===== src/hdl/usb_coder_params.svh =====
`ifndef USB_CODER_PARAMS_SVH
`define USB_CODER_PARAMS_SVH

// Data bytes per status section.
`define USB_ST_BYTES  8
`define USB_SDI_BYTES 2
`define USB_CSI_BYTES 3

// Header byte of each frame type.
`define USB_HDR_ALL 8'hA0
`define USB_HDR_ST  8'hA1
`define USB_HDR_SDI 8'hA2
`define USB_HDR_CSI 8'hA3

// XOR checksum start value.
`define USB_CKS_SEED 8'h00

`endif


===== src/hdl/usb_ctrl_pkg.sv =====
package usb_ctrl_pkg;

	// Command intake.
	typedef enum logic [1:0]
	{
		DEC_IDLE,
		DEC_ACK,
		DEC_BUSY
	} dec_state_t;

	// Frame sequencer.
	typedef enum logic [1:0]
	{
		SEQ_IDLE,
		SEQ_HDR,
		SEQ_DATA,
		SEQ_WAIT
	} seq_state_t;

	// Output byte link.
	typedef enum logic [1:0]
	{
		LNK_IDLE,
		LNK_REQ,
		LNK_REL,
		LNK_CKS
	} link_state_t;

endpackage


===== src/hdl/usb_frame_pkg.sv =====
`include "usb_coder_params.svh"

package usb_frame_pkg;

	// Command opcodes, sent back unchanged as the frame header.
	typedef enum logic [7:0]
	{
		OP_ALL = `USB_HDR_ALL,
		OP_ST  = `USB_HDR_ST,
		OP_SDI = `USB_HDR_SDI,
		OP_CSI = `USB_HDR_CSI
	} frame_op_t;

	// Status sections in frame order.
	// SEC_NONE marks the end of the data part.
	typedef enum logic [1:0]
	{
		SEC_ST,
		SEC_SDI,
		SEC_CSI,
		SEC_NONE
	} section_t;

endpackage


===== src/hdl/usb_byte_link.sv =====
`include "usb_coder_params.svh"

module usb_byte_link
	import usb_frame_pkg::*, usb_ctrl_pkg::*;
(
	input  logic       clk,
	input  logic       n_rst,
	input  logic [7:0] byte_data,
	input  logic       byte_last,
	input  logic       byte_valid,
	output logic       byte_taken,
	output logic       frame_done,
	output logic [7:0] q,
	output logic       q_req,
	input  logic       q_ack
);

	link_state_t state;
	logic [7:0]  cks;
	logic        last_q;
	logic        cks_out;
	logic        in_frame;
	logic        take;

	// A new byte goes out only once the coder has released q_ack.
	assign take = (state == LNK_IDLE) && byte_valid && !q_ack;

	always_ff @(posedge clk or negedge n_rst)
	begin
		if (!n_rst)
		begin
			state      <= LNK_IDLE;
			byte_taken <= 1'b0;
			frame_done <= 1'b0;
			q_req      <= 1'b0;
			cks        <= `USB_CKS_SEED;
			last_q     <= 1'b0;
			cks_out    <= 1'b0;
			in_frame   <= 1'b0;
		end
		else
		begin
			byte_taken <= 1'b0;
			frame_done <= 1'b0;
			case (state)
				LNK_IDLE:
					if (take)
					begin
						byte_taken <= 1'b1;
						cks        <= cks ^ byte_data;
						last_q     <= byte_last;
						in_frame   <= 1'b1;
						state      <= LNK_REQ;
					end
				LNK_REQ:
				begin
					q_req <= 1'b1;
					if (q_req && q_ack)
					begin
						q_req <= 1'b0;
						state <= LNK_REL;
					end
				end
				LNK_REL:
					if (!q_ack)
					begin
						if (cks_out)
						begin
							frame_done <= 1'b1;
							cks        <= `USB_CKS_SEED;
							cks_out    <= 1'b0;
							in_frame   <= 1'b0;
							state      <= LNK_IDLE;
						end
						else if (last_q)
							state <= LNK_CKS;
						else
							state <= LNK_IDLE;
					end
				// Checksum byte is loaded here and sent like any other byte.
				LNK_CKS:
				begin
					cks_out <= 1'b1;
					last_q  <= 1'b0;
					state   <= LNK_REQ;
				end
				default: state <= LNK_IDLE;
			endcase
		end
	end

	always_ff @(posedge clk)
	begin
		if (take)
			q <= byte_data;
		else if (state == LNK_CKS)
			q <= cks;
	end

	q_stable: assert property (@(posedge clk) disable iff (!n_rst)
		q_req |-> $stable(q));

	// Every frame opens with a header the decoder accepted.
	hdr_is_opcode: assert property (@(posedge clk) disable iff (!n_rst)
		take && !in_frame |-> byte_data inside {OP_ALL, OP_ST, OP_SDI, OP_CSI});

endmodule


===== src/hdl/usb_cmd_decode.sv =====
module usb_cmd_decode
	import usb_frame_pkg::*, usb_ctrl_pkg::*;
(
	input  logic       clk,
	input  logic       n_rst,
	input  logic [7:0] cmd,
	input  logic       cmd_req,
	output logic       cmd_ack,
	output logic       cmd_err,
	input  logic       frame_done,
	output logic       start,
	output frame_op_t  op
);

	dec_state_t state;
	logic       busy;
	logic       cmd_ok;
	logic       accept;

	// Only the four frame opcodes are accepted.
	always_comb
	begin
		case (cmd)
			OP_ALL, OP_ST, OP_SDI, OP_CSI: cmd_ok = 1'b1;
			default: cmd_ok = 1'b0;
		endcase
	end

	assign accept = (state == DEC_IDLE) && cmd_req;

	always_ff @(posedge clk or negedge n_rst)
	begin
		if (!n_rst)
		begin
			state   <= DEC_IDLE;
			cmd_ack <= 1'b0;
			cmd_err <= 1'b0;
			start   <= 1'b0;
			busy    <= 1'b0;
		end
		else
		begin
			start <= 1'b0;
			if (frame_done)
				busy <= 1'b0;
			case (state)
				DEC_IDLE:
					if (accept)
					begin
						cmd_ack <= 1'b1;
						cmd_err <= !cmd_ok;
						start   <= cmd_ok;
						busy    <= cmd_ok;
						state   <= DEC_ACK;
					end
				DEC_ACK:
					if (!cmd_req)
					begin
						cmd_ack <= 1'b0;
						state   <= busy ? DEC_BUSY : DEC_IDLE;
					end
				// Next command waits here until the checksum has gone out.
				DEC_BUSY:
					if (!busy)
						state <= DEC_IDLE;
				default: state <= DEC_IDLE;
			endcase
		end
	end

	always_ff @(posedge clk)
	begin
		if (accept && cmd_ok)
			op <= frame_op_t'(cmd);
	end

	// The host holds cmd_req until it has seen the ack.
	ack_follows_req: assert property (@(posedge clk) disable iff (!n_rst)
		$rose(cmd_ack) |-> cmd_req && $past(cmd_req));

endmodule


===== src/hdl/usb_coder_connector.sv =====
`include "usb_coder_params.svh"

module usb_coder_connector
	import usb_frame_pkg::*;
(
	input  logic                         clk,
	input  logic                         n_rst,
	input  logic [7:0]                   cmd,
	input  logic                         cmd_req,
	output logic                         cmd_ack,
	output logic                         cmd_err,
	input  logic [8*`USB_ST_BYTES-1:0]   st_bytes,
	input  logic [8*`USB_SDI_BYTES-1:0]  sdi_bytes,
	input  logic [8*`USB_CSI_BYTES-1:0]  csi_bytes,
	output logic [7:0]                   q,
	output logic                         q_req,
	input  logic                         q_ack
);

	logic       start;
	frame_op_t  op;
	logic [7:0] byte_data;
	logic       byte_last;
	logic       byte_valid;
	logic       byte_taken;
	logic       frame_done;

	usb_cmd_decode u_decode (
		.clk        (clk),
		.n_rst      (n_rst),
		.cmd        (cmd),
		.cmd_req    (cmd_req),
		.cmd_ack    (cmd_ack),
		.cmd_err    (cmd_err),
		.frame_done (frame_done),
		.start      (start),
		.op         (op)
	);

	usb_frame_sequencer u_sequencer (
		.clk        (clk),
		.n_rst      (n_rst),
		.start      (start),
		.op         (op),
		.st_bytes   (st_bytes),
		.sdi_bytes  (sdi_bytes),
		.csi_bytes  (csi_bytes),
		.byte_data  (byte_data),
		.byte_last  (byte_last),
		.byte_valid (byte_valid),
		.byte_taken (byte_taken)
	);

	usb_byte_link u_link (
		.clk        (clk),
		.n_rst      (n_rst),
		.byte_data  (byte_data),
		.byte_last  (byte_last),
		.byte_valid (byte_valid),
		.byte_taken (byte_taken),
		.frame_done (frame_done),
		.q          (q),
		.q_req      (q_req),
		.q_ack      (q_ack)
	);

endmodule


===== src/hdl/usb_frame_sequencer.sv =====
`include "usb_coder_params.svh"

module usb_frame_sequencer
	import usb_frame_pkg::*, usb_ctrl_pkg::*;
(
	input  logic                         clk,
	input  logic                         n_rst,
	input  logic                         start,
	input  frame_op_t                    op,
	input  logic [8*`USB_ST_BYTES-1:0]   st_bytes,
	input  logic [8*`USB_SDI_BYTES-1:0]  sdi_bytes,
	input  logic [8*`USB_CSI_BYTES-1:0]  csi_bytes,
	output logic [7:0]                   byte_data,
	output logic                         byte_last,
	output logic                         byte_valid,
	input  logic                         byte_taken
);

	localparam int IDX_W = $clog2(`USB_ST_BYTES);

	seq_state_t                  state;
	section_t                    sec;
	section_t                    sec_next;
	section_t                    sec_first;
	logic [IDX_W-1:0]            idx;
	logic [IDX_W-1:0]            sec_end;
	logic [7:0]                  sec_byte;
	frame_op_t                   op_q;
	logic [8*`USB_ST_BYTES-1:0]  st_q;
	logic [8*`USB_SDI_BYTES-1:0] sdi_q;
	logic [8*`USB_CSI_BYTES-1:0] csi_q;

	// Snapshots shift left per byte, so the top byte is always next.
	always_comb
	begin
		case (sec)
			SEC_ST:
			begin
				sec_byte = st_q[8*`USB_ST_BYTES-1 -: 8];
				sec_end  = IDX_W'(`USB_ST_BYTES - 1);
			end
			SEC_SDI:
			begin
				sec_byte = sdi_q[8*`USB_SDI_BYTES-1 -: 8];
				sec_end  = IDX_W'(`USB_SDI_BYTES - 1);
			end
			SEC_CSI:
			begin
				sec_byte = csi_q[8*`USB_CSI_BYTES-1 -: 8];
				sec_end  = IDX_W'(`USB_CSI_BYTES - 1);
			end
			default:
			begin
				sec_byte = 8'h00;
				sec_end  = '0;
			end
		endcase
	end

	always_comb
	begin
		case (op_q)
			OP_ALL, OP_ST: sec_first = SEC_ST;
			OP_SDI: sec_first = SEC_SDI;
			OP_CSI: sec_first = SEC_CSI;
			default: sec_first = SEC_NONE;
		endcase
	end

	// Only a full frame runs on past its first section.
	always_comb
	begin
		sec_next = SEC_NONE;
		if (op_q == OP_ALL)
		begin
			case (sec)
				SEC_ST: sec_next = SEC_SDI;
				SEC_SDI: sec_next = SEC_CSI;
				default: sec_next = SEC_NONE;
			endcase
		end
	end

	always_ff @(posedge clk or negedge n_rst)
	begin
		if (!n_rst)
		begin
			state      <= SEQ_IDLE;
			sec        <= SEC_NONE;
			idx        <= '0;
			byte_last  <= 1'b0;
			byte_valid <= 1'b0;
		end
		else
		begin
			case (state)
				SEQ_IDLE:
					if (start)
					begin
						byte_last  <= 1'b0;
						byte_valid <= 1'b1;
						state      <= SEQ_HDR;
					end
				SEQ_HDR:
					if (byte_taken)
					begin
						byte_valid <= 1'b0;
						sec        <= sec_first;
						idx        <= '0;
						state      <= SEQ_DATA;
					end
				SEQ_DATA:
				begin
					byte_last  <= (idx == sec_end) && (sec_next == SEC_NONE);
					byte_valid <= 1'b1;
					state      <= SEQ_WAIT;
				end
				SEQ_WAIT:
					if (byte_taken)
					begin
						byte_valid <= 1'b0;
						if (byte_last)
						begin
							sec   <= SEC_NONE;
							state <= SEQ_IDLE;
						end
						else if (idx == sec_end)
						begin
							sec   <= sec_next;
							idx   <= '0;
							state <= SEQ_DATA;
						end
						else
						begin
							idx   <= idx + 1'b1;
							state <= SEQ_DATA;
						end
					end
				default: state <= SEQ_IDLE;
			endcase
		end
	end

	always_ff @(posedge clk)
	begin
		if (state == SEQ_IDLE && start)
		begin
			op_q      <= op;
			st_q      <= st_bytes;
			sdi_q     <= sdi_bytes;
			csi_q     <= csi_bytes;
			byte_data <= op;
		end
		else if (state == SEQ_DATA)
			byte_data <= sec_byte;
		else if (state == SEQ_WAIT && byte_taken && !byte_last)
		begin
			case (sec)
				SEC_ST: st_q <= st_q << 8;
				SEC_SDI: sdi_q <= sdi_q << 8;
				SEC_CSI: csi_q <= csi_q << 8;
				default: st_q <= st_q;
			endcase
		end
	end

	hold_until_taken: assert property (@(posedge clk) disable iff (!n_rst)
		$past(byte_valid && !byte_taken) |-> $stable(byte_data) && $stable(byte_last));

endmodule


===== config.mk =====
export PLATFORM = sky130hd
export DESIGN_NAME = usb_coder_connector
export DESIGN_NICKNAME = d
export VERILOG_FILES = /design/src/hdl/usb_ctrl_pkg.sv /design/src/hdl/usb_frame_pkg.sv /design/src/hdl/usb_byte_link.sv /design/src/hdl/usb_cmd_decode.sv /design/src/hdl/usb_coder_connector.sv /design/src/hdl/usb_frame_sequencer.sv
export VERILOG_INCLUDE_DIRS = /design/src /design/src/hdl
export SDC_FILE = /design/constraint.sdc
export NUM_CORES = 1
export LEC_CHECK = 0
export BUFFER_PORTS_ARGS = -buffer_cell sky130_fd_sc_hd__clkbuf_2
export CAP_MARGIN = 10
export CORE_MARGIN = 8
export CORE_UTILIZATION = 40
export CTS_BUF_LIST = sky130_fd_sc_hd__clkbuf_2 sky130_fd_sc_hd__clkbuf_4 sky130_fd_sc_hd__clkbuf_8
export CTS_CLUSTER_DIAMETER = 30
export CTS_CLUSTER_SIZE = 40
export DETAILED_ROUTE_END_ITERATION = 7
export GPL_TIMING_DRIVEN = 1
export MAX_ROUTING_LAYER = met4
export PLACE_DENSITY = 0.71
export SLEW_MARGIN = 20
export SYNTH_ARGS = -nofsm -noshare
export SYNTH_HDL_FRONTEND = slang
export SYNTH_SLANG_ARGS = --single-unit

===== constraint.sdc =====
create_clock -name clk -period 5.7 [get_ports clk]
set_clock_uncertainty 0.1 [all_clocks]
set_input_delay 1.14 -clock clk [delete_from_list [all_inputs] [get_ports clk]]
set_output_delay 1.14 -clock clk [all_outputs]
set_load 0.005 [all_outputs]

==> flow_metrics.env <==
export IMPL_avgSynthCellArea_um2=11.5
export IMPL_antenna_cells=0
export IMPL_max_slew_margin_pct=30.1
export IMPL_dpl_instance_area_um2=8090
export IMPL_drc=0
export IMPL_rsz0062_at_grt="false"
export IMPL_first_global_vias=4983
export IMPL_cp_cell_sequence="nor2_4, nand2_4, buf_4, o31ai_4, buf_4"
export IMPL_grt_ovfl_total=0
export IMPL_dieArea_um2=22800
export IMPL_hpwl_um=11300
export IMPL_synth_most_common_cell="nand2_1"
export IMPL_cts_resized=0
export IMPL_fin_cells=994
export IMPL_wl_per_cell_um=16.0
export IMPL_setup_viol=0
export IMPL_leakagePower_uw=0.00372
export IMPL_drv_slew=0
export IMPL_worstSetupPathType="reg -> reg"
export IMPL_drt_wl_total_um=15900
export IMPL_drv_cap=0
export IMPL_port_buffers=126
export IMPL_synth_distinct_cells=52
export IMPL_htreeDepth=4
export IMPL_min_period_ns=3.26
export IMPL_yosys_register_bits=166
export IMPL_synth_warnings=0
export IMPL_synth_top_cell_area_share_pct=56.1
export IMPL_placementRows=49
export IMPL_drive_gt1_share_pct=23.9
export IMPL_worstSetupStartpointType="flip-flop"
export IMPL_synth_edf_count=136
export IMPL_ant_nets=0
export IMPL_gp_congestion=0.819
export IMPL_num_vias=4845
export IMPL_area_growth_pct=16.8
export IMPL_grt_pass1_wl_um=25400
export IMPL_design_area_um2=8500
export IMPL_die_w_um=151
export IMPL_dr_pass1_iters=6
export IMPL_layout_nets=873
export IMPL_drt_initial_drc_count=307
export IMPL_ys_seq_area_share_pct=66.5
export IMPL_clk_latency_ns=0.45
export IMPL_via_per_inst=4.87
export IMPL_ios=127
export IMPL_numCtsBuffers=17
export IMPL_cp_data_arrival_time_ns=3.25
export IMPL_cp_max_fo=74
export IMPL_core_um2=17900
export IMPL_clkTransAtPathRegs_ns=0.09
export IMPL_dominantRegCellSynth="edfxtp_1"
export IMPL_status="finished clean"
export IMPL_crit_path_max_incr_delay_ns=0.64
export IMPL_cp_required_ns=5.68
export IMPL_fin_crit_sh_pct=57.2
export IMPL_cp_common_cell="buf_4"
export IMPL_cts_tree="done"
export IMPL_tns_ns=0
export IMPL_dp_cells=962
export IMPL_cts_root_buf="clkbuf_8"
export IMPL_synth_commonest_cells="251 x nand2_1, 136 x edfxtp_1, 33 x nor2_1"
export IMPL_grt_max_degree=75
export IMPL_antenna_found_initial=0
export IMPL_syn_area_um2=7280
export IMPL_synth_nets=756
export IMPL_hold_violations=0
export IMPL_cts_hold_buf=0
export IMPL_numClockSinks=166
export IMPL_post_cts_setup_buffers=0
export IMPL_synth_area_leader_cell="edfxtp_1"
export IMPL_p_per_area_nw_per_um2=353
export IMPL_grt_use_total_pct=14.9
export IMPL_dieHeight_um=151
export IMPL_crit_path_end_kind="flip-flop"
export IMPL_synthCells=635
export IMPL_worstHoldPathType="reg -> reg"
export IMPL_critPathSlowestCell="buf_4"
export IMPL_initial_core_util_pct=40.6
export IMPL_synthArstFlopShare_pct=18.1
export IMPL_vdd_ir_drop_max_mv=0.178
export IMPL_clock_path_buffers=2
export IMPL_clock_fmax_mhz=306
export IMPL_synth_area_leaders="edfxtp_1 56%, nand2_1 13%, dfrtp_1 9.6%"
export IMPL_worst_slew_pin_slew_ns=1.05
-- sequential cells by signal, indices dropped and copies added, names as in the netlist, 2 cells and up --
| name | flops |
|---|---|
| u_decode.op | 8 |
| u_decode.state | 2 |
| u_link.cks | 8 |
| u_link.q | 8 |
| u_link.state | 2 |
| u_sequencer.byte_data | 8 |
| u_sequencer.csi_q | 24 |
| u_sequencer.idx | 3 |
| u_sequencer.op_q | 8 |
| u_sequencer.sdi_q | 16 |
| u_sequencer.sec | 2 |
| u_sequencer.st_q | 64 |
| u_sequencer.state | 2 |
-- layout make-up --
class | count | area [um2]
Clock buffer | 20 | 269
Clock inverter | 12 | 143
Fill cell | 1613 | 9400
Inverter | 7 | 26.3
Multi-Input combinational cell | 429 | 2270
Sequential cell | 166 | 4840
Tap cell | 229 | 287
Timing Repair Buffer | 131 | 668
-- metal layers --
layer	wire [um]	track usage (%)
met5	0	-
met1	6930	18.3
met2	7900	23.6
met3	735	3.44
met4	316	5.69
-- logic make-up after synthesis --
| group | synth area share [%] |
|---|---|
| flip-flops | 66.5 |
| AO/OA/AOI/OAI | 3.85 |
| AND/OR/NAND/NOR | 21.7 |
| buffers and inverters | 2.65 |
| multiplexers | 3.39 |
| XOR/XNOR | 1.08 |
| adder cells (fa/ha/maj) | 0.860 |
-- cells in the final DEF (no fill, tap or decap), types with 6 or more instances in the layout --
cell type | netlist | layout
clkbuf_8 | 0 | 19
nand2_1 | 251 | 250
nor2_1 | 33 | 33
nor4b_2 | 8 | 8
mux2_1 | 10 | 10
edfxtp_1 | 136 | 136
and3_1 | 24 | 24
clkbuf_2 | 0 | 126
nand2b_1 | 6 | 6
mux2i_1 | 10 | 10
dfrtp_1 | 28 | 28
a21oi_1 | 19 | 19
xnor2_1 | 8 | 8
-- critical path: cells and delay by family, from the launching register on --
| kind | cells | cell delay [ns] |
|---|---|---|
| AND/OR/NAND/NOR | 2 | 0.75 |
| buffers and inverters | 2 | 1.11 |
| AO/OA/AOI/OAI | 1 | 0.33 |
| flip-flops | 1 | 0.54 |
-- path summary, 6_finish.rpt --
path                                                   from                             end  slack, ns  cells after the start
hold / removal                     u_decode.op[3]$_DFFE_PP_   u_sequencer.op_q[3]$_DFFE_PP_       0.36                      0
setup / recovery           u_sequencer.state[1]$_DFFE_PN0P_  u_sequencer.st_q[63]$_DFFE_PP_       2.44                      5
setup reg to reg           u_sequencer.state[1]$_DFFE_PN0P_  u_sequencer.st_q[63]$_DFFE_PP_       2.44                      5
min in group asynchronous                             n_rst     u_link.state[1]$_DFFE_PN0P_       0.66                      1
max in group asynchronous                             n_rst        u_decode.start$_DFF_PN0_       4.31                      1
hold reg to reg                    u_decode.op[3]$_DFFE_PP_   u_sequencer.op_q[3]$_DFFE_PP_       0.36                      0
-- report_power, final --
| group | internal [uW] | total, uW | switching (uW) |
|---|---|---|---|
| clock network | 426 | 862 | 436 |
| registers | 1460 | 1600 | 133 |
| logic | 252 | 540 | 287 |
| total | 2140 | 3000 | 856 |
-- per-stage QoR --
stage / hold WS, ns / setup slack, ns / total power [uW] / utilization (%)
floorplan: 0.327 / 1.58 / 1980 / -
global placement: 0.352 / 2.54 / 2150 / 45.2
detailed placement: 0.349 / 2.44 / 2170 / 45.2
CTS: 0.361 / 2.43 / 3020 / 47.5
global route: 0.366 / 2.18 / 3140 / 47.5
finish: 0.361 / 2.44 / 3000 / 47.5
Note: power is estimated with default switching activity, not from simulation.
